### src/design/rv_isa_pkg.sv
// RV32I subset: field widths, instruction and data types, opcodes, funct encodings
package rv_isa_pkg;

    localparam int XLEN      = 32;
    localparam int REG_IDX_W = 5;
    localparam int OPCODE_W  = 7;
    localparam int FUNCT3_W  = 3;
    localparam int FUNCT7_W  = 7;

    typedef logic [XLEN-1:0]      instr_t;
    typedef logic [XLEN-1:0]      word_t;
    typedef logic [REG_IDX_W-1:0] reg_idx_t;
    typedef logic [FUNCT3_W-1:0]  funct3_t;
    typedef logic [FUNCT7_W-1:0]  funct7_t;

    // only the major opcodes this core executes
    typedef enum logic [OPCODE_W-1:0] {
        OP_IMM = 7'b0010011,
        OP_REG = 7'b0110011,
        LOAD   = 7'b0000011,
        STORE  = 7'b0100011,
        BRANCH = 7'b1100011
    } opcode_e;

    // funct3 for OP and OP-IMM
    localparam funct3_t F3_ADD_SUB = 3'b000;
    localparam funct3_t F3_SLL     = 3'b001;
    localparam funct3_t F3_SLT     = 3'b010;
    localparam funct3_t F3_SLTU    = 3'b011;
    localparam funct3_t F3_XOR     = 3'b100;
    localparam funct3_t F3_SR      = 3'b101;
    localparam funct3_t F3_OR      = 3'b110;
    localparam funct3_t F3_AND     = 3'b111;

    // branches
    localparam funct3_t F3_BEQ = 3'b000;
    localparam funct3_t F3_BNE = 3'b001;

    // word access for LW and SW
    localparam funct3_t F3_WORD = 3'b010;

    // funct7 selects SUB and SRA
    localparam funct7_t F7_BASE = 7'b0000000;
    localparam funct7_t F7_ALT  = 7'b0100000;

endpackage

### src/design/rv_regfile.sv
// register file: 32 x 32 bits, two read ports, one write port, x0 hardwired
`timescale 1ns/1ps

module rv_regfile import rv_isa_pkg::*; (
    input  logic     clk,
    input  logic     rst,
    input  logic     we,
    input  reg_idx_t waddr,
    input  word_t    wdata,
    input  reg_idx_t raddr1,
    input  reg_idx_t raddr2,
    output word_t    rdata1,
    output word_t    rdata2
);
    word_t regs [32];

    always_ff @(posedge clk or posedge rst) begin
        if (rst) begin
            for (int i = 0; i < 32; i++) begin
                regs[i] <= '0;
            end
        end else if (we && waddr != '0) begin
            // x0 never written, stays zero from reset
            regs[waddr] <= wdata;
        end
    end

    assign rdata1 = regs[raddr1];
    assign rdata2 = regs[raddr2];

endmodule

### config.mk
export PLATFORM = sky130hd
export DESIGN_NAME = rv_regfile
export DESIGN_NICKNAME = d
export VERILOG_FILES = /design/src/design/rv_isa_pkg.sv /design/src/design/rv_regfile.sv
export SDC_FILE = /design/constraint.sdc
export NUM_CORES = 2
export LEC_CHECK = 0
export ABC_AREA = 1
export BUFFER_PORTS_ARGS = -buffer_cell sky130_fd_sc_hd__buf_2
export CORE_AREA = 4 4 381 383
export DETAILED_ROUTE_END_ITERATION = 7
export DIE_AREA = 0 0 385 387
export PLACE_DENSITY = 0.51
export SKIP_LAST_GASP = 1
export SLEW_MARGIN = 30
export SYNTH_ARGS = -nofsm -noshare
export SYNTH_HDL_FRONTEND = slang
export SYNTH_SLANG_ARGS = --single-unit
### constraint.sdc
create_clock -name clk -period 49.5 [get_ports clk]
set_input_delay 2.475 -clock clk [delete_from_list [all_inputs] [get_ports clk]]
set_output_delay 2.475 -clock clk [all_outputs]
set_load 0.05 [all_outputs]
==> key figures <==
Timing
  – Slew @ Worst Pin: 1.10 ns
  – Fin Setup TNS: 0 ns
  – Slew HR: 26.7%
  – Final Hold Vio Count: 0
  – Final period utilization: 19.5%
  – Min Tclk post-route: 9.63 ns
  – Final setup fails: 0
  – Hold WS: 0.403 ns
  – Max-slew violations: 0
  – Fmax: 104 MHz
  – Setup Skew: 0 ns
  – RSZ-0062 raised after global routing: false

CTS
  – Worst-Skew Late Latency: 0.76 ns
  – CTS Buffer Depth: 3
  – TritonCTS Buffers: 121
  – Clock root cell: clkbuf_16
  – Total setup buffers inserted after CTS: 0
  – CTS tree: yes
  – Hold Buf Count CTS: 0
  – Cts repair resizes: 0
  – H-tree Lvls: 3
  – Clock slew at reported path FFs: 0.06 ns
  – Clock Sinks: 1024

Pwr
  – Pwr/cell area: 41.8 nW/um^2
  – Sequential share of power: 43.5%
  – Pleak: 29.5 nW
  – Clock share of power: 37.1%
  – Int Power: 1.74 mW
  – Worst VDD drop: 0.0000281 V
  – Combinational Power Share: 19.4%
  – Tot Pwr: 2.58 mW
  – P_sw: 0.841 mW
  – Switching Share: 32.6%

Status
  – Status: finished clean

Drt
  – Pre-Repair DR Iteration Count: 6
  – Vias: 56313
  – Final wirelength: 238 mm
  – Routed Antenna Nets: 0
  – Wirelength per Cell: 24.1 um
  – Remaining DRCs: 0
  – Via density: 5.72
  – 1st-iter DRT viols: 7470

Layout
  – Filler cells: 14672
  – Biggest regs: regs: 1024 flops
  – Largest register by flop count: regs
  – Max FFs per register: 1024
  – Final net count: 7902
  – Share of layout cells above drive strength 1: 5.96%
  – P&R area growth vs syn: 9.42%

Placed design
  – RD Place Congestion: 0.795
  – Port Buffer Count: 113
  – Hpwl dp: 117 mm

Logic synthesis
  – Synthesized Nets: 8322
  – Synth warnings: 0
  – Syn Std Cell Area: 56400 sq um
  – Post-synthesis cell count: 8272
  – Seq/Total Area, Yosys: 45.5%
  – Yosys reg bits: 1024
  – Yosys cell types: 19
  – Syn Area/Cell: 6.82 sq um

Floorplanning
  – Die area: 149000 sq um
  – Die X: 385 um
  – Starting density of the core: 39.9%
  – CORE AREA: 141000 sq um
  – Io pins: 114
  – Die Ht: 387 um
  – Row count: 138

Critical path
  – Worst setup path start: raddr1[0]
  – R2r worst-path depth: 2
  – Critical Path, Cell by Cell: buf_8 > clkinv_8 > buf_4 > buf_6 > buf_4 > nand2_1 > nand3_1 > nand3_1 > nand2_1 > nand2_1 > nand2_1 > nand2_1 > nand2_1 > buf_2
  – Critical Path Slowest Stage Cell: buf_4
  – Arrival time worst endpoint: 7.16 ns
  – Worst path required time: 47.02 ns
  – CP endpoint kind: primary output
  – RR Endpoint: regs[308]
  – Worst r2r src: regs[308]
  – CP max FO: 149
  – Reg-to-reg slack, setup: 48.75 ns
  – Critical path class: primary input to primary output
  – Critical Path Max Stage Delay: 0.90 ns
  – Crit path top cell by count: nand2_1
  – Startpoint types: primary input

Hold path
  – WHS Endpoint: regs[1002]
  – Min-Delay Path Class: flop to flop
  – Origin of the worst min-delay path: regs[1002]
  – Hold depth: 0

Global route
  – Total global-route track usage: 31.3%
  – GRT overflow: 0
  – Vias in the first global route: 53471
  – Largest net degree at the start of global routing: 160
  – First-pass GRT wire length: 355 mm
  – Antenna violations before repair: 11

Job
  – Max-cap viol count: 0
metrics by stage:
stage	cells	utilization (%)	area, sq um	setup WS (ns)
3_3_place_gp	9616	40.5	57300	39.58
4_1_cts	9845	43.6	61600	39.52
2_1_floorplan	8272	-	56400	18.21
6_report	9849	43.6	61700	39.87
5_1_grt	9847	43.6	61700	39.70
3_5_place_dp	9617	40.6	57400	39.53
power groups by stage:
| stage | Combinational [mW] | Clock, mW | Sequential [mW] |
|---|---|---|---|
| floorplan | 0.380 | 0 | 1.10 |
| global placement | 0.490 | 0 | 1.13 |
| detailed placement | 0.499 | 0 | 1.13 |
| CTS | 0.500 | 0.973 | 1.12 |
| global route | 0.573 | 1.01 | 1.14 |
| finish | 0.501 | 0.957 | 1.12 |
worst max-delay path, delay by kind of cell:
family	cells	cell delay [ns]
simple gates	8	0.90
buf+inv	6	3.49
worst max path at each step:
stage	to	slack (ns)	cells past startpoint
2_1_floorplan	regs[0]	18.21	1
3_3_place_gp	rdata1[4]	39.58	14
3_5_place_dp	rdata1[4]	39.53	14
4_1_cts	rdata1[4]	39.52	14
5_1_grt	rdata1[4]	39.70	14
6_report	rdata1[4]	39.87	14
layout make-up:
type | count | area (sq um) | share of cell area [%]
diodes | 2 | 5.00 | 0.00811
inverters | 55 | 279 | 0.452
clock inverters | 52 | 687 | 1.11
clock buffers | 176 | 3550 | 5.75
well taps | 1890 | 2360 | 3.83
repair buffers | 207 | 1520 | 2.46
flip-flops and latches | 1024 | 25600 | 41.5
multi-input cells | 6443 | 27700 | 44.8
cell usage in the layout (no fill, tap or decap), types with 3 or more instances in the layout:
master and n:
nor2_4 5, o21ai_1 27, inv_1 13, nor3_2 6, nand3_1 1537, clkbuf_16 123
buf_8 4, buf_12 8, nand2_1 3712, o21ai_0 805, dfrtp_1 1024, clkinv_1 17
inv_8 4, clkbuf_1 26, clkinv_8 5, nor2_1 160, nor3_4 3, a21oi_1 160
bufinv_16 15, buf_6 12, buf_2 105, inv_2 16, nand2_4 26, clkbuf_8 29
clkinv_2 31, buf_4 74
synth_stat cells (all sizes together):
cell type / number / area (sq um)
inv: 55 / 206
nand3: 1537 / 7690
nor3: 11 / 104
nand2: 3738 / 14100
nor2: 165 / 657
a21oi: 160 / 801
clkbuf: 557 / 2090
o21ai: 832 / 4160
buf: 193 / 951
dfrtp: 1024 / 25600
per-layer routing:
metal	track usage, %	vias up	share of wire, %
li1	-	25948	-
met1	45.6	27280	45
met2	48.5	2643	44
met3	4.11	442	8.1
met4	9.35	0	3.3
met5	0	-	0
kinds of logic (layout without fill, tap and decap cells):
kind of cell,Yosys count,count (layout),share of synthesized area (%)
compound gates,992,992,8.81
buf+inv,805,490,5.76
flops,1024,1024,45.5
other cells,0,2,0
simple gates,5451,5451,40.0
Note: power is estimated with default switching activity, not from simulation.
