[src/design/rv_isa_pkg.sv]
// RV32I subset: field widths, instruction and data types, opcodes, funct encodings
package rv_isa_pkg;

    localparam int XLEN      = 32;
    localparam int REG_IDX_W = 5;
    localparam int OPCODE_W  = 7;
    localparam int FUNCT3_W  = 3;
    localparam int FUNCT7_W  = 7;

    typedef logic [XLEN-1:0]      instr_t;
    typedef logic [XLEN-1:0]      word_t;
    typedef logic [REG_IDX_W-1:0] reg_idx_t;
    typedef logic [FUNCT3_W-1:0]  funct3_t;
    typedef logic [FUNCT7_W-1:0]  funct7_t;

    // only the major opcodes this core executes
    typedef enum logic [OPCODE_W-1:0] {
        OP_IMM = 7'b0010011,
        OP_REG = 7'b0110011,
        LOAD   = 7'b0000011,
        STORE  = 7'b0100011,
        BRANCH = 7'b1100011
    } opcode_e;

    // funct3 for OP and OP-IMM
    localparam funct3_t F3_ADD_SUB = 3'b000;
    localparam funct3_t F3_SLL     = 3'b001;
    localparam funct3_t F3_SLT     = 3'b010;
    localparam funct3_t F3_SLTU    = 3'b011;
    localparam funct3_t F3_XOR     = 3'b100;
    localparam funct3_t F3_SR      = 3'b101;
    localparam funct3_t F3_OR      = 3'b110;
    localparam funct3_t F3_AND     = 3'b111;

    // branches
    localparam funct3_t F3_BEQ = 3'b000;
    localparam funct3_t F3_BNE = 3'b001;

    // word access for LW and SW
    localparam funct3_t F3_WORD = 3'b010;

    // funct7 selects SUB and SRA
    localparam funct7_t F7_BASE = 7'b0000000;
    localparam funct7_t F7_ALT  = 7'b0100000;

endpackage

[src/design/rv_core_pkg.sv]
// core control: FSM states, ALU ops, decoded instruction, memory request, memory map
package rv_core_pkg;

    import rv_isa_pkg::*;

    typedef enum logic [2:0] {
        S_FETCH,
        S_FETCH_WAIT,
        S_EXEC,
        S_MEM_WAIT,
        S_HALT
    } ctrl_state_e;

    typedef enum logic [3:0] {
        ADD, SUB, SLT, SLTU, AND, OR, XOR, SLL, SRL, SRA, EQ, NE
    } alu_op_e;

    typedef struct packed {
        opcode_e  opcode;
        reg_idx_t rd;
        reg_idx_t rs1;
        reg_idx_t rs2;
        alu_op_e  alu_op;
        word_t    imm;
        logic     use_imm;
        logic     illegal;
    } decoded_t;

    // 65 bits
    typedef struct packed {
        word_t addr;
        word_t wdata;
        logic  we;
    } mem_req_t;

    // memory-mapped store targets
    localparam word_t OUT_ADDR  = 32'd1000;
    localparam word_t HALT_ADDR = 32'd1004;

    localparam word_t RESET_PC = 32'd0;

    localparam int RAM_WORDS   = 256;
    localparam int RAM_IDX_W   = $clog2(RAM_WORDS);
    localparam int RAM_LATENCY = 2;
    localparam int RAM_LAT_W   = $clog2(RAM_LATENCY + 1);

endpackage

[src/design/rv_pc.sv]
// program counter: step by four or load a branch target
`timescale 1ns/1ps

module rv_pc import rv_isa_pkg::*, rv_core_pkg::*; (
    input  logic  clk,
    input  logic  rst,
    input  logic  inc,
    input  logic  load,
    input  word_t target,
    output word_t pc
);

    always_ff @(posedge clk or posedge rst) begin
        if (rst) begin
            pc <= RESET_PC;
        end else if (load) begin
            pc <= target;
        end else if (inc) begin
            pc <= pc + 32'd4;
        end
    end

endmodule

[config.mk]
export PLATFORM = sky130hd
export DESIGN_NAME = rv_pc
export DESIGN_NICKNAME = d
export VERILOG_FILES = /design/src/design/rv_isa_pkg.sv /design/src/design/rv_core_pkg.sv /design/src/design/rv_pc.sv
export SDC_FILE = /design/constraint.sdc
export NUM_CORES = 1
export LEC_CHECK = 0
export BUFFER_PORTS_ARGS = -buffer_cell sky130_fd_sc_hd__buf_2
export CORE_UTILIZATION = 35
export DETAILED_ROUTE_END_ITERATION = 8
export GPL_ROUTABILITY_DRIVEN = 1
export HOLD_SLACK_MARGIN = 0.12
export PLACE_DENSITY = 0.68
export SLEW_MARGIN = 20
export SYNTH_ARGS = -nofsm -noshare
export SYNTH_HDL_FRONTEND = slang
export SYNTH_SLANG_ARGS = --single-unit
[constraint.sdc]
create_clock -name clk -period 2.7 [get_ports clk]
set_clock_uncertainty 0.15 [all_clocks]
set_input_delay 0.27 -clock clk [delete_from_list [all_inputs] [get_ports clk]]
set_output_delay 0.27 -clock clk [all_outputs]
set_load 0.1 [all_outputs]
==> results.md <==
* Path depth of the worst reg2reg path at 4
* Synth Area in Simple Gates at 28.55%
* Commonest non-fill, non-tap cell in the layout: buf_2
* Arr. time, crit path at approximately 2300 ps
* Outcome: finished, final reports clean
* Mapped cell area at approximately 0.0018 mm^2
* Vias in the first global route at 1,779
* Crit Path Category: flop to flop
* Worst hold path class: primary input to flop
* Main combinational cell family by area after synthesis: simple AND/OR/NAND/NOR gates
* R2r startpoint: pc[10]
* First-pass GRT wire length at 8031 um
* Gpl congestion at roughly 0.8
* Hold Buf Count CTS at 32
* Ys flop type: dfrtp_1
* #FFs+latches synth at 32
* Final Hold Vio Count at 0
* DRT Wirelength at 4842 um
* Max FFs per register at 32
* Congestion Overflow GR at 0
* Max Fanout on Critical Path at 11
* ANT nets after route at 0
* Largest net degree at the start of global routing at 33
* Layout cells sized above 1 at 27.61%
* Seq/Total Area, Yosys at a little over two fifths
* Starting Density at 36.21%
* Nets@finish at 333
* I/O Buffers at 67
* Multiplexer area fraction after synthesis at 1.759%
* Critical path capture point type: flop
* CTS root buf: clkbuf_8
* Max Root-Sink Buffers at 2
* Max-cap viol count at 0
* Synth cell types at 37
* Peak supply drop at 0.0003785 V
* CP Launch Point: pc[10]
* # diodes at 0
* Pleak at 1.166 nW
* CP Capture Point: pc[31]
* Die Y at roughly 75 um
* Post-cts sizing count at 0
* Core area at 0.005107 mm^2
* Slew @ Worst Pin at 705.3 ps
* Post-route clock period utilization at 81.15%
* Die Width at 74.69 um
* Post-synthesis compound-gate area fraction at between 10% and 20%
* Clk sinks at 32
* Cells after Synth at 203
* 1st-iter DRT viols at 75
* Design Power at 1.540 mW
* Drt wl/cell at 13.19 um
* DPL Wire Length at 3291 um
* FF-to-FF End: pc[31]
* P per Cell Area at between 500 and 600 mW/mm^2
* Row count at 26
* Post-Syn Nets at 240
* Setup WS pre-CTS at 567.5 ps
* Synth Area per Inst at a little over 9 um^2
* DR vias/cell at 5.087
* FMAX at 456.4 MHz
* Die Area at 0.005579 mm^2
* RSZ-0062 raised after global routing: no
* Most frequent cells in the layout: buf_2, dlygate4sd3_1, dfrtp_1
* Final setup viols at 0
* Top cells by area, synth: dfrtp_1, nand2_1, or4_1, xor2_1, nand3_1
* EDFF count, synth at 0
* Postcts setup bufs at 0
* Vias at 1,867
* Pins over their slew limit at 0
* H-tree depth at 2
* CTS tree: yes
* Area leader, netlist: dfrtp_1
* Top Ports at 68
* Synth top area share at 43.30%
* Most flops, register: pc
* Overall routing resource usage at 19.34%
* Largest regs: pc x32
* Worst setup margin at 508.9 ps
* Post-Synth Adder-Cell Area at 0.6766%
* Rel. slew slack at 52.93%
* Sum Neg Setup Slack at 0 ps
* Initial antenna violation count at 0
* Asr flop ratio synth at 100.0%
* Drt first pass iters at 4
* Worst skew pair latency at 290 ps
* R2r setup slk at 510 ps
* Residual DRC at 0
* Syn-to-layout area delta at 41.95%
* CTS buffer count at 5
* Clock Pin Slew Worst Setup and Hold Paths at ~70 ps
* Critical path launch point type: flop
* CP required at 2760 ps
* Xor/xnor share of the synthesized area at 5.683%
* Final Critical Period at 2191 ps
* Synth Warn # at 0
## metal layers
layer / global-route usage (%) / part of all wire, % / vias to the layer above / wire, um
li1: - / - / 946 / -
met1: 23.50 / 45 / 854 / 2180
met2: 32.23 / 48 / 60 / 2345
met3: 6.158 / 5.0 / 7 / 243
met4: 7.128 / 1.5 / 0 / 72
met5: 0 / 0 / - / 0
## synth_stat cells (all sizes together) (3+ instances only)
| cell | count |
|---|---|
| inv | 5 |
| a31oi | 9 |
| xnor2 | 3 |
| buf | 9 |
| xor2 | 9 |
| nand2 | 28 |
| or4 | 11 |
| nor2 | 11 |
| and3 | 4 |
| a211o | 3 |
| clkbuf | 6 |
| nand3 | 14 |
| dfrtp | 32 |
| nor4 | 3 |
| o21ai | 14 |
| o31ai | 8 |
| nand4 | 12 |
| and4 | 8 |
## layout make-up
type	instances	area [um^2]
repair buffers	101	670.6
fillers	505	2482
clock buffers	8	90.09
multi-input cells	151	957.2
well taps	70	87.58
flip-flops and latches	32	800.8
inverters	5	18.77
## cells by family (layout without fill, tap and decap cells)
family	count (synthesis)	after routing
XOR/XNOR	12	12
AND/OR/NAND/NOR	93	93
AO/OA/AOI/OAI	42	42
buffers and inverters	20	114
multiplexers	3	3
flip-flops	32	32
adder cells (fa/ha/maj)	1	1
## through the flow
step / instance area [um^2] / utilization [%] / instances / hold slack (ps)
after detailed placement: 2215 / 43.36 / 327 / 235.1
after floorplan: 1849 / - / 203 / 235.7
after CTS: 2625 / 51.40 / 367 / 159.4
final: 2625 / 51.40 / 367 / 168.9
after global routing: 2625 / 51.40 / 367 / 198.8
after global placement: 2215 / 43.36 / 327 / 233.4
## power by group
| part | internal (mW) | switching (mW) |
|---|---|---|
| logic | 0.130 | 0.445 |
| registers | 0.525 | 0.0603 |
| clock network | 0.208 | 0.171 |
## critical path: stages (launching register included)
cell and delay [ps]:
dfrtp_1 430, and4_1 380, nand4_1 400, or4_1 580, a31oi_1 170
## how the worst min path moves through the flow
stage | start | to | slack (ps) | cells after the start
floorplan | rst | pc[0] | 240 | 1
CTS | target[29] | pc[29] | 160 | 3
detailed placement | rst | pc[26] | 240 | 3
finish | target[29] | pc[29] | 170 | 3
global route | target[29] | pc[29] | 200 | 3
global placement | rst | pc[27] | 230 | 3
No activity file was read; power rests on OpenSTA's default activity.
