$ cat config.mk
export PLATFORM = sky130hd
export DESIGN_NAME = rv_decode
export DESIGN_NICKNAME = d
export VERILOG_FILES = /design/src/design/rv_isa_pkg.sv /design/src/design/rv_core_pkg.sv /design/src/design/rv_decode.sv
export SDC_FILE = /design/constraint.sdc
export NUM_CORES = 1
export LEC_CHECK = 0
export ABC_AREA = 0
export BUFFER_PORTS_ARGS = -buffer_cell sky130_fd_sc_hd__buf_4
export CAP_MARGIN = 40
export CORE_ASPECT_RATIO = 0.75
export CORE_MARGIN = 3
export CORE_UTILIZATION = 32
export DETAILED_ROUTE_END_ITERATION = 7
export GPL_TIMING_DRIVEN = 1
export PLACE_DENSITY = 0.81
export SLEW_MARGIN = 10
export SYNTH_ARGS = -nofsm -noshare
export SYNTH_HDL_FRONTEND = slang
export SYNTH_SLANG_ARGS = --single-unit
$ cat constraint.sdc
create_clock -name vclk -period 3.4
set_input_delay 0.51 -clock vclk [all_inputs]
set_output_delay 0.51 -clock vclk [all_outputs]
set_load 0.05 [all_outputs]
$ cat src/design/rv_isa_pkg.sv
// RV32I subset: field widths, instruction and data types, opcodes, funct encodings
package rv_isa_pkg;

    localparam int XLEN      = 32;
    localparam int REG_IDX_W = 5;
    localparam int OPCODE_W  = 7;
    localparam int FUNCT3_W  = 3;
    localparam int FUNCT7_W  = 7;

    typedef logic [XLEN-1:0]      instr_t;
    typedef logic [XLEN-1:0]      word_t;
    typedef logic [REG_IDX_W-1:0] reg_idx_t;
    typedef logic [FUNCT3_W-1:0]  funct3_t;
    typedef logic [FUNCT7_W-1:0]  funct7_t;

    // only the major opcodes this core executes
    typedef enum logic [OPCODE_W-1:0] {
        OP_IMM = 7'b0010011,
        OP_REG = 7'b0110011,
        LOAD   = 7'b0000011,
        STORE  = 7'b0100011,
        BRANCH = 7'b1100011
    } opcode_e;

    // funct3 for OP and OP-IMM
    localparam funct3_t F3_ADD_SUB = 3'b000;
    localparam funct3_t F3_SLL     = 3'b001;
    localparam funct3_t F3_SLT     = 3'b010;
    localparam funct3_t F3_SLTU    = 3'b011;
    localparam funct3_t F3_XOR     = 3'b100;
    localparam funct3_t F3_SR      = 3'b101;
    localparam funct3_t F3_OR      = 3'b110;
    localparam funct3_t F3_AND     = 3'b111;

    // branches
    localparam funct3_t F3_BEQ = 3'b000;
    localparam funct3_t F3_BNE = 3'b001;

    // word access for LW and SW
    localparam funct3_t F3_WORD = 3'b010;

    // funct7 selects SUB and SRA
    localparam funct7_t F7_BASE = 7'b0000000;
    localparam funct7_t F7_ALT  = 7'b0100000;

endpackage

$ cat src/design/rv_core_pkg.sv
// core control: FSM states, ALU ops, decoded instruction, memory request, memory map
package rv_core_pkg;

    import rv_isa_pkg::*;

    typedef enum logic [2:0] {
        S_FETCH,
        S_FETCH_WAIT,
        S_EXEC,
        S_MEM_WAIT,
        S_HALT
    } ctrl_state_e;

    typedef enum logic [3:0] {
        ADD, SUB, SLT, SLTU, AND, OR, XOR, SLL, SRL, SRA, EQ, NE
    } alu_op_e;

    typedef struct packed {
        opcode_e  opcode;
        reg_idx_t rd;
        reg_idx_t rs1;
        reg_idx_t rs2;
        alu_op_e  alu_op;
        word_t    imm;
        logic     use_imm;
        logic     illegal;
    } decoded_t;

    // 65 bits
    typedef struct packed {
        word_t addr;
        word_t wdata;
        logic  we;
    } mem_req_t;

    // memory-mapped store targets
    localparam word_t OUT_ADDR  = 32'd1000;
    localparam word_t HALT_ADDR = 32'd1004;

    localparam word_t RESET_PC = 32'd0;

    localparam int RAM_WORDS   = 256;
    localparam int RAM_IDX_W   = $clog2(RAM_WORDS);
    localparam int RAM_LATENCY = 2;
    localparam int RAM_LAT_W   = $clog2(RAM_LATENCY + 1);

endpackage

$ cat src/design/rv_decode.sv
// instruction decoder: field extraction, immediate generation, ALU op select
`timescale 1ns/1ps

module rv_decode import rv_isa_pkg::*, rv_core_pkg::*; (
    input  instr_t   instr,
    output decoded_t dec
);
    opcode_e opc;
    funct3_t funct3;
    funct7_t funct7;
    word_t   imm_i;
    word_t   imm_s;
    word_t   imm_b;

    assign opc    = opcode_e'(instr[6:0]);
    assign funct3 = instr[14:12];
    assign funct7 = instr[31:25];

    assign imm_i = {{20{instr[31]}}, instr[31:20]};
    assign imm_s = {{20{instr[31]}}, instr[31:25], instr[11:7]};
    // offset counts half-words, hence the zero lsb
    assign imm_b = {{19{instr[31]}}, instr[31], instr[7], instr[30:25], instr[11:8], 1'b0};

    always_comb begin
        dec.opcode  = opc;
        dec.rd      = instr[11:7];
        dec.rs1     = instr[19:15];
        dec.rs2     = instr[24:20];
        dec.alu_op  = ADD;
        dec.imm     = '0;
        dec.use_imm = 1'b0;
        dec.illegal = 1'b0;
        case (opc)
            OP_IMM: begin
                // ADDI only
                dec.imm     = imm_i;
                dec.use_imm = 1'b1;
                dec.illegal = funct3 != F3_ADD_SUB;
            end
            OP_REG: begin
                case ({funct7, funct3})
                    {F7_BASE, F3_ADD_SUB}: dec.alu_op = ADD;
                    {F7_ALT,  F3_ADD_SUB}: dec.alu_op = SUB;
                    {F7_BASE, F3_SLT}:     dec.alu_op = SLT;
                    {F7_BASE, F3_SLTU}:    dec.alu_op = SLTU;
                    {F7_BASE, F3_AND}:     dec.alu_op = AND;
                    {F7_BASE, F3_OR}:      dec.alu_op = OR;
                    {F7_BASE, F3_XOR}:     dec.alu_op = XOR;
                    {F7_BASE, F3_SLL}:     dec.alu_op = SLL;
                    {F7_BASE, F3_SR}:      dec.alu_op = SRL;
                    {F7_ALT,  F3_SR}:      dec.alu_op = SRA;
                    default:               dec.illegal = 1'b1;
                endcase
            end
            LOAD, STORE: begin
                // address is rs1 + offset
                dec.imm     = (opc == STORE) ? imm_s : imm_i;
                dec.use_imm = 1'b1;
                dec.illegal = funct3 != F3_WORD;
            end
            BRANCH: begin
                dec.imm = imm_b;
                case (funct3)
                    F3_BEQ:  dec.alu_op = EQ;
                    F3_BNE:  dec.alu_op = NE;
                    default: dec.illegal = 1'b1;
                endcase
            end
            default: dec.illegal = 1'b1;
        endcase
    end

endmodule

==> run metrics <==
outcome=finished, final reports clean; GRT Util Overall=0.123; Tmin final=2680 ps; Seq. cell area=0 µm²; FFs & Latches=0; WHS=1020 ps; post-synthesis sequential area ratio=0; Crit Path Max Fanout=20; CP Capture Type=primary output; Setup violations, final=0; first-pass GRT wire length=2.68 mm; Max rail drop VDD=84.1 µV; die width=58.6 µm; Synth area leaders=buf_4 46%, nor2b_1 5.7%, a22o_1 5.3%; RSZ-0062 raised after global routing=no; Final period util=0.789; cell count of the worst hold path=0; Yosys warnings=0; final setup TNS=0 ps; detailed-router iteration count before antenna repair=4; fin util=0.548; DR DRC count=0; final WL=1.92 mm; share of layout cells above drive strength 1=0.687; critical path launch point type=primary input; slew margin rel.=0.572; largest net degree at the start of global routing=21; critical path type=in -> out; Final Slew Violations=0; antenna violations before repair=0; RePlAce Congestion=0.720; Post-Syn Area=663 µm²; Die Y=45.4 µm; number of port buffers=82; row cnt=13; 1st-iter DRT viols=12; Cell Pwr Density=130 nW/µm²; worst hold path class=in -> out; DR WL/cell=12.3 µm; critical path data arrival time=2170 ps; Vias=707; largest area contributor in the netlist=buf_4; global route overflow=0; Syn Area/Cell=7.13 µm²; Netlist cell types=28; Clock buffer cells=0; ANT cells=0; Post-CTS Setup Repair Bufs=0; post-synth top area share=0.464; NumNets Final=168; PostCTS Resize Cnt=0; Starting Density=0.361; DP Wirelength=1.73 mm; Max Cap Viol=0; Post-Syn Instances=93; vias in the first global route=611; final antenna-violating net count=0; Final Hold Vio Count=0; syn_nets=125; Ports=92; leakage power=0.551 nW; Die Footprint=2660 µm²; area grow syn2layout=51.9%; vias per inst=4.53; Worst EP required=2890 ps; core region area=1840 µm²; Tightest Pin Transition=639 ps; hold buffers post-CTS=0; achievable clock frequency=373 MHz
cell type report:
cell class / count / area (µm²)
multi-input cells: 48 / 342
inverters: 2 / 7.51
well taps: 22 / 27.5
repair buffers: 84 / 631
fillers: 170 / 831
cell usage in the layout, fill, tap and decap left out, types with 2 or more instances in the layout:
cell type / n
nor2_1: 6
buf_4: 84
inv_1: 2
xnor2_1: 2
nand2_1: 6
nor2b_1: 5
nor3_1: 2
o21ai_0: 4
xor2_1: 2
a22o_1: 4
cells in the mapped netlist:
library cell / number
buf_4: 41
nand3_2: 1
xnor2_1: 2
nand4bb_1: 1
xor2_1: 2
a2111oi_0: 1
nor3_4: 1
a211o_1: 1
a22o_1: 4
nor2_1: 6
nand4_1: 1
or2_2: 1
o31ai_2: 1
nor3b_2: 1
o311a_1: 1
a21o_1: 1
or4_4: 1
nor2b_1: 6
clkbuf_1: 1
o22ai_1: 1
o21ai_0: 4
inv_1: 2
nand2_1: 6
nor3_1: 2
nand4_2: 1
a32o_1: 1
and2_1: 1
buf_2: 1
path summary, 6_finish.rpt:
path,startpoint,to,slack [ps]
worst max-delay path,instr[2],dec[31],720
worst min-delay path,instr[15],dec[43],1020
power breakdown:
part           total, mW  internal (mW)  switching (mW)
combinational      0.131         0.0482          0.0828
sequential             0              0               0
clock                  0              0               0
metrics by stage:
step / instance area [µm²] / instances / setup slack (ps) / total power, mW
floorplan: 666 / 93 / 358 / 0.109
global route: 1010 / 156 / 449 / 0.137
detailed placement: 1010 / 156 / 666 / 0.132
finish: 1010 / 156 / 718 / 0.131
CTS: 1010 / 156 / 664 / 0.132
global placement: 1010 / 156 / 767 / 0.129
logic make-up after synthesis:
logic type                share of synthesized area
buffers and inverters                         0.489
and+or+nand+nor                               0.279
AOI/OAI and AO/OA                             0.179
xor gates and xnor gates                     0.0528
critical path, stage by stage:
cell	delay [ps]
buf_4	110
nand4bb_1	270
nor3b_2	260
nor2_1	150
nor2b_2	550
buf_4	320
metal layers:
layer  vias up  global-route usage  routed length, µm  share of wire
met4         0                   0                  0              0
met5         -                   0                  0              0
met2        38               0.241               1070           0.56
li1        359                   -                  -              -
met1       310               0.153                654           0.34
met3         0              0.0142                189          0.099
Power figures use the tool's default switching activity.
