--- config.mk ---
export PLATFORM = sky130hd
export DESIGN_NAME = rv_alu
export DESIGN_NICKNAME = d
export VERILOG_FILES = /design/src/design/rv_isa_pkg.sv /design/src/design/rv_core_pkg.sv /design/src/design/rv_alu.sv
export SDC_FILE = /design/constraint.sdc
export NUM_CORES = 1
export LEC_CHECK = 0
export ABC_AREA = 0
export BUFFER_PORTS_ARGS = -buffer_cell sky130_fd_sc_hd__clkbuf_2
export CELL_PAD_IN_SITES_DETAIL_PLACEMENT = 1
export CELL_PAD_IN_SITES_GLOBAL_PLACEMENT = 1
export CORE_MARGIN = 5
export CORE_UTILIZATION = 30
export DETAILED_ROUTE_END_ITERATION = 16
export GPL_TIMING_DRIVEN = 0
export PLACE_DENSITY_LB_ADDON = 0.1
export SLEW_MARGIN = 20
export SYNTH_ARGS = -nofsm -noshare
export SYNTH_HDL_FRONTEND = slang
export SYNTH_SLANG_ARGS = --single-unit
--- constraint.sdc ---
create_clock -name vclk -period 4.1
set_clock_uncertainty 0.2 [all_clocks]
set_input_delay 0 -clock vclk [all_inputs]
set_output_delay 0 -clock vclk [all_outputs]
set_load 0.03 [all_outputs]
--- src/design/rv_isa_pkg.sv ---
// RV32I subset: field widths, instruction and data types, opcodes, funct encodings
package rv_isa_pkg;

    localparam int XLEN      = 32;
    localparam int REG_IDX_W = 5;
    localparam int OPCODE_W  = 7;
    localparam int FUNCT3_W  = 3;
    localparam int FUNCT7_W  = 7;

    typedef logic [XLEN-1:0]      instr_t;
    typedef logic [XLEN-1:0]      word_t;
    typedef logic [REG_IDX_W-1:0] reg_idx_t;
    typedef logic [FUNCT3_W-1:0]  funct3_t;
    typedef logic [FUNCT7_W-1:0]  funct7_t;

    // only the major opcodes this core executes
    typedef enum logic [OPCODE_W-1:0] {
        OP_IMM = 7'b0010011,
        OP_REG = 7'b0110011,
        LOAD   = 7'b0000011,
        STORE  = 7'b0100011,
        BRANCH = 7'b1100011
    } opcode_e;

    // funct3 for OP and OP-IMM
    localparam funct3_t F3_ADD_SUB = 3'b000;
    localparam funct3_t F3_SLL     = 3'b001;
    localparam funct3_t F3_SLT     = 3'b010;
    localparam funct3_t F3_SLTU    = 3'b011;
    localparam funct3_t F3_XOR     = 3'b100;
    localparam funct3_t F3_SR      = 3'b101;
    localparam funct3_t F3_OR      = 3'b110;
    localparam funct3_t F3_AND     = 3'b111;

    // branches
    localparam funct3_t F3_BEQ = 3'b000;
    localparam funct3_t F3_BNE = 3'b001;

    // word access for LW and SW
    localparam funct3_t F3_WORD = 3'b010;

    // funct7 selects SUB and SRA
    localparam funct7_t F7_BASE = 7'b0000000;
    localparam funct7_t F7_ALT  = 7'b0100000;

endpackage

--- src/design/rv_core_pkg.sv ---
// core control: FSM states, ALU ops, decoded instruction, memory request, memory map
package rv_core_pkg;

    import rv_isa_pkg::*;

    typedef enum logic [2:0] {
        S_FETCH,
        S_FETCH_WAIT,
        S_EXEC,
        S_MEM_WAIT,
        S_HALT
    } ctrl_state_e;

    typedef enum logic [3:0] {
        ADD, SUB, SLT, SLTU, AND, OR, XOR, SLL, SRL, SRA, EQ, NE
    } alu_op_e;

    typedef struct packed {
        opcode_e  opcode;
        reg_idx_t rd;
        reg_idx_t rs1;
        reg_idx_t rs2;
        alu_op_e  alu_op;
        word_t    imm;
        logic     use_imm;
        logic     illegal;
    } decoded_t;

    // 65 bits
    typedef struct packed {
        word_t addr;
        word_t wdata;
        logic  we;
    } mem_req_t;

    // memory-mapped store targets
    localparam word_t OUT_ADDR  = 32'd1000;
    localparam word_t HALT_ADDR = 32'd1004;

    localparam word_t RESET_PC = 32'd0;

    localparam int RAM_WORDS   = 256;
    localparam int RAM_IDX_W   = $clog2(RAM_WORDS);
    localparam int RAM_LATENCY = 2;
    localparam int RAM_LAT_W   = $clog2(RAM_LATENCY + 1);

endpackage

--- src/design/rv_alu.sv ---
// combinational ALU: add/sub, logic, shifts, compares, branch conditions
`timescale 1ns/1ps

module rv_alu import rv_isa_pkg::*, rv_core_pkg::*; (
    input  alu_op_e op,
    input  word_t   a,
    input  word_t   b,
    output word_t   result,
    output logic    cond
);
    logic [4:0] shamt;

    assign shamt = b[4:0];

    always_comb begin
        cond = 1'b0;
        case (op)
            EQ:      cond = a == b;
            NE:      cond = a != b;
            default: cond = 1'b0;
        endcase
    end

    always_comb begin
        case (op)
            ADD:     result = a + b;
            SUB:     result = a - b;
            SLT:     result = {31'b0, $signed(a) < $signed(b)};
            SLTU:    result = {31'b0, a < b};
            AND:     result = a & b;
            OR:      result = a | b;
            XOR:     result = a ^ b;
            SLL:     result = a << shamt;
            SRL:     result = a >> shamt;
            // sign bit fills from the left
            SRA:     result = $signed(a) >>> shamt;
            EQ, NE:  result = {31'b0, cond};
            default: result = '0;
        endcase
    end

endmodule

==> results of run 1 <==
cells in the final DEF (no fill, tap or decap), types with 25 or more instances in the layout:
cell type  count
nand2_1      112
mux4_2        39
o21ai_0       80
mux2i_1       55
a211oi_1      26
ha_1          97
clkbuf_1      51
inv_1        102
clkbuf_2     102
a21oi_1      108
buf_2         25
nor2_1       140
critical path: cells and delay by family:
kind / cells / cell delay, ns
compound gates: 8 / 2.26
fa+ha+maj: 1 / 0.37
buf+inv: 5 / 1.10
metrics by stage:
| step | instances | TNS [ns] | utilization [%] | area [um2] |
|---|---|---|---|---|
| after detailed placement | 1833 | -19.63 | 33.4 | 10500 |
| final | 1826 | 0 | 33.5 | 10500 |
| after global placement | 1833 | -21.11 | 33.4 | 10500 |
| after global routing | 1826 | 0 | 33.5 | 10500 |
| after floorplan | 1330 | 0 | - | 9480 |
| after CTS | 1826 | 0 | 33.4 | 10500 |
area by class of cell:
type / instances / share of cell area, %
repair buffers: 101 / 4.80
multi-input cells: 1117 / 81.6
well taps: 402 / 4.78
inverters: 104 / 3.71
plain buffers: 102 / 5.15
final timing paths:
check  startpoint    endpoint  slack [ns]  cells after the start
max          b[1]  result[29]        0.16                     14
min         b[15]  result[15]        0.43                      5
cell families after synthesis:
group           synth area share, %
compound gates                 35.4
simple gates                   20.2
fa+ha+maj                      13.4
buf+inv                        10.0
mux                            20.3
xor+xnor                      0.739
metal layers:
layer | track usage, % | up-vias | share of wire, %
li1 | - | 5237 | -
met1 | 43.7 | 6055 | 43
met2 | 50.9 | 615 | 45
met3 | 4.95 | 131 | 7.6
met4 | 10.7 | 2 | 4.3
met5 | 0 | - | 0.022
power groups by stage:
stage	clock network (mW)	registers [mW]	logic [mW]
floorplan	0	0	0.994
global placement	0	0	1.57
detailed placement	0	0	1.57
CTS	0	0	1.57
global route	0	0	1.71
finish	0	0	1.62
what timing repair did:
| action | in CTS | in global routing |
|---|---|---|
| setup endpoints to repair | 29 | 10 |
| hold endpoints to repair | 0 | 0 |
| gates resized for setup | 8 | 11 |
| setup buffers | 0 | 0 |
| hold buffers | 0 | 0 |
synth_stat cells (all sizes together) (20+ instances only):
| master | instances |
|---|---|
| inv | 104 |
| a21o | 24 |
| nor2 | 140 |
| mux2 | 20 |
| a211oi | 32 |
| nand3 | 22 |
| a21oi | 109 |
| ha | 98 |
| nand2 | 112 |
| clkbuf | 56 |
| buf | 53 |
| o21ai | 93 |
| o211ai | 23 |
| nor3 | 24 |
| mux4 | 49 |
| mux2i | 55 |
==> flow_summary_export.csv, run 1 <==
group,metric,value,unit
yosys,synth_fp_nets,1498,
yosys,synthCells,1330,
power_and_ir_drop,p_seq_share,0,%
sta,setup_violations,0,
global_routing,grt.total_usage,31.8,%
place,pre_cts_ws,-1.34,ns
floorplan,dieArea,35200,um2
route,route.detailed.vias_per_inst,6.59,
yosys,synth_top_area_share,12.9,%
cells_and_area,layout-drive-gt1-share,17.2,%
yosys,yosysSeqAreaShare,0,%
cells_and_area,num_antenna_cells,0,
setup_path,cp-start-kind,"primary input",
sta,tightest_slew,1.06,ns
setup_path,cpMaxStageDelayCell,"a211oi_2",
power_and_ir_drop,pwr-share-comb,100.0,%
sta,max_freq,0.254,GHz
sta,hold_viol_final,0,
cells_and_area,nets,1594,
yosys,syn_area_per_cell,7.13,um2
sta,hold_slack,0.425,ns
power_and_ir_drop,leakagePower,4.56,nW
floorplan,chipWidth,188,um
route,routedWlPerCell,32.3,um
yosys,syn_area,9480,um2
global_routing,grt_pass1_wl,84.5,mm
sta,rsz0062_at_grt,"no",
setup_path,critical_path_class,"in2out",
floorplan,core-area,31400,um2
sta,finalMaxSlewViolations,0,
min_path,min_path_type,"in2out",
floorplan,die_y,188,um
power_and_ir_drop,cellPowerDensity,154,nW/um2
cells_and_area,area_delta_synth_final,11.0,%
power_and_ir_drop,switchingPower,1.10,mW
setup_path,worstPathArrival,3.74,ns
cells_and_area,nFillCells,4000,
sta,min_period,3.94,ns
place,io_buffers,101,
status,status,"complete, no violations",
global_routing,grt_overflow_total,0,
setup_path,cp_max_fo,10,
place,dp.final_hpwl,48.1,mm
yosys,ys_warn_count,0,
floorplan,io_pins,101,
floorplan,initial_core_util,30.2,%
power_and_ir_drop,finalPower,1.62,mW
sta,max_slew_margin,29.3,%
route,via_count,12040,
cells_and_area,regArea,0,um2
yosys,synth.area.top_cells,"ha_1 (13%), mux4_2 (9.3%), mux2i_1 (5.8%)",
setup_path,critPathMaxStageDelay,0.38,ns
route,dr.pass1.iters,5,
global_routing,grt_start_max_net_pins,30,
power_and_ir_drop,clkPwrFrac,0,%
cells_and_area,design.seq.count,0,
route,ant_nets,0,
yosys,synth_cell_types,98,
power_and_ir_drop,intPower,522,uW
cells_and_area,clock_buffers,0,
floorplan,rows,65,
job,cap_violations,0,
power_and_ir_drop,ir_worst_vdd,0.0000454,V
route,drcViolationCount,0,
setup_path,worstPathRequired,3.90,ns
route,wl,59.0,mm
setup_path,end_kind,"output port",
route,drt_iter0_drc,1217,
cells_and_area,multiInputGateArea,8580,um2
power_and_ir_drop,swShare,67.8,%
global_routing,antenna_found_initial,1,
place,routabilityCongestion,1.00,
yosys,synth_top_cell_by_area,"ha_1",
sta,fin_ws,0.155,ns
sta,fin_crit_sh,96.2,%
global_routing,grt_pass1_vias,12075,
setup_path,cp_cell_sequence,"clkbuf_2 -> buf_6 -> buf_12 -> inv_2 -> ha_1 -> o21bai_1 -> o211ai_1 -> a211oi_2 -> o211ai_1 -> a211oi_2 -> o21ai_1 -> a221o_1 -> a221o_1 -> clkbuf_2",
Note: power is estimated with default switching activity, not from simulation.
==> run 2, diff against run 1 <==
--- a/config.mk
+++ b/config.mk
@@ -14,6 +14,7 @@
 export DETAILED_ROUTE_END_ITERATION = 16
 export GPL_TIMING_DRIVEN = 0
 export PLACE_DENSITY_LB_ADDON = 0.1
+export SETUP_SLACK_MARGIN = 0.4
 export SLEW_MARGIN = 20
 export SYNTH_ARGS = -nofsm -noshare
 export SYNTH_HDL_FRONTEND = slang
==> flow_summary_export.csv, run 2 (synthesis gave the netlist of run 1 again) <==
group,metric,value,unit
status,status,"complete, no violations",
power_and_ir_drop,leakagePower,4.76,nW
sta,fin_crit_sh,90.5,%
cells_and_area,regArea,0,um2
setup_path,cp-start-kind,"primary input",
sta,max_slew_margin,28.8,%
route,drcViolationCount,0,
sta,finalMaxSlewViolations,0,
cells_and_area,final_area,11000,um2
floorplan,io_pins,101,
global_routing,grt_pass1_vias,12272,
job,cap_violations,0,
global_routing,grt.total_usage,32.2,%
cells_and_area,num_antenna_cells,0,
setup_path,cp_cell_sequence,"clkbuf_8 -> clkbuf_8 -> inv_2 -> buf_8 -> clkbuf_16 -> clkbuf_16 -> ha_1 -> buf_6 -> buf_4 -> o211ai_1 -> o211ai_1 -> buf_4 -> a21oi_4 -> nor3_1 -> nor2_1 -> o31ai_1 -> xor2_1 -> a221o_1 -> clkbuf_2",
sta,tightest_slew,1.07,ns
floorplan,dieArea,35200,um2
global_routing,grt_pass1_wl,85.5,mm
place,routabilityCongestion,1.00,
floorplan,initial_core_util,30.2,%
sta,max_freq,0.270,GHz
cells_and_area,layout-drive-gt1-share,20.2,%
floorplan,rows,65,
sta,min_period,3.71,ns
cells_and_area,layout_commonest_cell,"nor2_1",
sta,fin_tns_setup,0,ns
route,routedWlPerCell,32.3,um
setup_path,cpLargestDelayFamily,"buffers and inverters",
min_path,min_path_type,"in2out",
floorplan,die_y,188,um
global_routing,antenna_found_initial,2,
route,drt_iter0_drc,1275,
setup_path,end_kind,"output port",
route,dr.pass1.iters,5,
floorplan,chipWidth,188,um
setup_path,crit_buf_inv,10,
cells_and_area,nFillCells,3979,
clocking,postCtsHoldBufs,0,
floorplan,core-area,31400,um2
global_routing,grt_overflow_total,0,
setup_path,cp_max_fo,10,
place,place_area,10500,um2
route,route.detailed.vias_per_inst,6.60,
route,ant_nets,0,
cells_and_area,clock_buffers,0,
global_routing,grt_start_max_net_pins,13,
cells_and_area,design.seq.count,0,
cells_and_area,area_delta_synth_final,15.8,%
cells_and_area,multiInputGateArea,8700,um2
cells_and_area,finish.utilization,35.0,%
power_and_ir_drop,cellPowerDensity,154,nW/um2
route,wl,59.8,mm
cells_and_area,mostFrequentLayoutCells,"nor2_1 (139), nand2_1 (112), a21oi_1 (107)",
cells_and_area,nets,1619,
place,io_buffers,101,
sta,rsz0062_at_grt,"yes",
setup_path,worstPathRequired,3.90,ns
place,dp.final_hpwl,48.1,mm
setup_path,cpMaxStageDelayCell,"o31ai_1",
setup_path,critPathMaxStageDelay,0.39,ns
power_and_ir_drop,finalPower,1.69,mW
sta,setup_violations,0,
setup_path,worstPathArrival,3.51,ns
sta,hold_viol_final,0,
setup_path,critical_path_class,"in2out",
power_and_ir_drop,ir_worst_vdd,0.0000475,V
route,via_count,12216,
[run 2: layout make-up]
| class | instances | area share, % |
|---|---|---|
| well taps | 402 | 4.58 |
| inverters | 104 | 3.63 |
| repair buffers | 119 | 6.06 |
| plain buffers | 109 | 6.49 |
| multi-input cells | 1117 | 79.2 |
[run 2: per-stage QoR]
stage | worst slack (ns) | std cells | hold WS [ns]
finish | 0.391 | 1851 | 0.420
CTS | 0.410 | 1847 | 0.434
global placement | -1.37 | 1833 | 0.427
floorplan | 0.456 | 1330 | 0.134
global route | 0.256 | 1851 | 0.478
detailed placement | -1.34 | 1833 | 0.432
[run 2: per-layer routing]
layer / routed length (um) / GRT usage (%) / vias up
met3: 5060 / 5.16 / 135
met2: 26600 / 51.3 / 657
met5: 23 / 0 / -
li1: - / - / 5281
met1: 25200 / 43.9 / 6139
met4: 2900 / 11.8 / 4
[run 2: path summary, 6_finish.rpt]
kind	from	endpoint	slack, ns	cells past startpoint
worst max-delay path	b[3]	result[24]	0.39	19
worst min-delay path	b[15]	result[15]	0.42	5
[run 2: timing repair]
action	4_1_cts	5_1_grt
resized for setup	81	20
pin swaps	11	9
endpoints found under the setup margin	30	12
setup buffers	14	4
[run 2: report_power, final]
| group | switching [mW] | internal [mW] | total [mW] | leakage, nW |
|---|---|---|---|---|
| Clock | 0 | 0 | 0 | 0 |
| Sequential | 0 | 0 | 0 | 0 |
| Combinational | 1.12 | 0.565 | 1.69 | 4.76 |
| Total | 1.12 | 0.565 | 1.69 | 4.76 |
[run 2: tightest hold or removal path, stage by stage]
cell and delay (ns):
clkbuf_2 0.09, inv_1 0.07, ha_1 0.14, o2111ai_1 0.12, clkbuf_2 0.20
==> run 3, diff against run 2 <==
--- a/config.mk
+++ b/config.mk
@@ -14,7 +14,7 @@
 export DETAILED_ROUTE_END_ITERATION = 16
 export GPL_TIMING_DRIVEN = 0
 export PLACE_DENSITY_LB_ADDON = 0.1
-export SETUP_SLACK_MARGIN = 0.4
+export SETUP_SLACK_MARGIN = 0.05
 export SLEW_MARGIN = 20
 export SYNTH_ARGS = -nofsm -noshare
 export SYNTH_HDL_FRONTEND = slang
==> flow_summary_export.csv, run 3 (synthesis gave the netlist of run 1 again) <==
group,metric,value,unit
status,status,"complete, no violations",
floorplan,io_pins,101,
sta,fin_crit_sh,96.0,%
floorplan,die_y,188,um
cells_and_area,mostFrequentLayoutCells,"nor2_1 (140), nand2_1 (112), a21oi_1 (108)",
place,io_buffers,101,
cells_and_area,area_delta_synth_final,11.4,%
sta,min_period,3.94,ns
global_routing,grt_pass1_wl,84.5,mm
sta,finalMaxSlewViolations,0,
sta,tightest_slew,1.00,ns
cells_and_area,nFillCells,3996,
setup_path,end_kind,"output port",
route,wl,58.8,mm
setup_path,cpLargestDelayFamily,"simple AND/OR/NAND/NOR gates",
sta,fin_tns_setup,0,ns
route,drt_iter0_drc,1295,
route,routedWlPerCell,32.2,um
route,via_count,12015,
global_routing,antenna_found_initial,1,
floorplan,initial_core_util,30.2,%
sta,max_freq,0.254,GHz
global_routing,grt_overflow_total,0,
route,dr.pass1.iters,5,
setup_path,cp_common_cell,"clkbuf_2",
power_and_ir_drop,cellPowerDensity,153,nW/um2
setup_path,crit_buf_inv,4,
place,routabilityCongestion,1.00,
cells_and_area,clock_buffers,0,
floorplan,dieArea,35200,um2
setup_path,worstPathRequired,3.90,ns
floorplan,core-area,31400,um2
route,ant_nets,0,
job,cap_violations,0,
sta,max_slew_margin,33.0,%
cells_and_area,layout-drive-gt1-share,17.3,%
global_routing,grt_start_max_net_pins,30,
cells_and_area,nets,1596,
power_and_ir_drop,finalPower,1.62,mW
cells_and_area,regArea,0,um2
setup_path,worstPathArrival,3.74,ns
setup_path,cpMaxStageDelayCell,"nor4_1",
global_routing,grt.total_usage,31.8,%
route,drcViolationCount,0,
cells_and_area,design.seq.count,0,
min_path,min_path_type,"in2out",
floorplan,chipWidth,188,um
setup_path,cp-start-kind,"primary input",
cells_and_area,num_antenna_cells,0,
power_and_ir_drop,leakagePower,4.57,nW
global_routing,grt_pass1_vias,12081,
floorplan,rows,65,
sta,setup_violations,0,
route,route.detailed.vias_per_inst,6.57,
sta,rsz0062_at_grt,"no",
setup_path,cp_cell_sequence,"clkbuf_2 -> inv_1 -> ha_1 -> clkbuf_1 -> or3_1 -> nor4_1 -> nand4_1 -> nor4_2 -> xor2_1 -> and3_1 -> nor3_1 -> o41ai_1 -> clkbuf_2",
place,dp.final_hpwl,48.1,mm
sta,hold_viol_final,0,
setup_path,cp_max_fo,10,
power_and_ir_drop,ir_worst_vdd,0.0000457,V
cells_and_area,layout_commonest_cell,"nor2_1",
setup_path,critPathMaxStageDelay,0.61,ns
clocking,postCtsHoldBufs,0,
setup_path,critical_path_class,"in2out",
[run 3: cell count changes in the layout (fill, tap and decap cells not counted), moves of 3 or more]
cell / change
buf_12: -4
buf_4: -17
clkbuf_2: +5
clkbuf_8: -3
inv_1: +4
inv_2: -3
o31ai_1: +3
o31ai_2: -3
[run 3: final cells by class]
| cell class | count | area, um2 | area share, % |
|---|---|---|---|
| Buffer | 102 | 546 | 5.17 |
| Inverter | 104 | 393 | 3.72 |
| Multi-Input combinational cell | 1117 | 8590 | 81.4 |
| Tap cell | 402 | 503 | 4.77 |
| Timing Repair Buffer | 103 | 520 | 4.93 |
[run 3: repair_timing]
action	in CTS	in global routing
gates cloned	0	0
pin swaps	0	2
endpoints found under the setup margin	29	12
gates resized for setup	9	14
setup buffers	0	2
[run 3: report_power, final]
group	internal (mW)	switching [mW]	leakage, nW	total (mW)
sequential	0	0	0	0
clock	0	0	0	0
combinational	0.523	1.10	4.57	1.62
total	0.523	1.10	4.57	1.62
[run 3: per-layer routing]
layer,track usage (%),vias up,routed length (um)
li1,-,5244,-
met1,43.7,6072,25300
met2,50.9,576,26500
met3,4.95,121,4580
met4,10.7,2,2510
met5,0,-,13
[run 3: through the flow]
stage               instance area [um2]  util [%]  setup slack [ns]  hold WS, ns  instances
floorplan                          9480         -             0.456        0.134       1330
global placement                  10500      33.4             -1.37        0.427       1833
detailed placement                10500      33.4             -1.34        0.432       1833
CTS                               10500      33.4            0.0504        0.434       1826
global route                      10600      33.6            0.0532        0.472       1828
finish                            10600      33.6             0.165        0.421       1828
[run 3: final timing paths]
path                      to  start  depth (start not counted)
hold / removal    result[15]  b[15]                          5
setup / recovery   result[0]  a[21]                         13
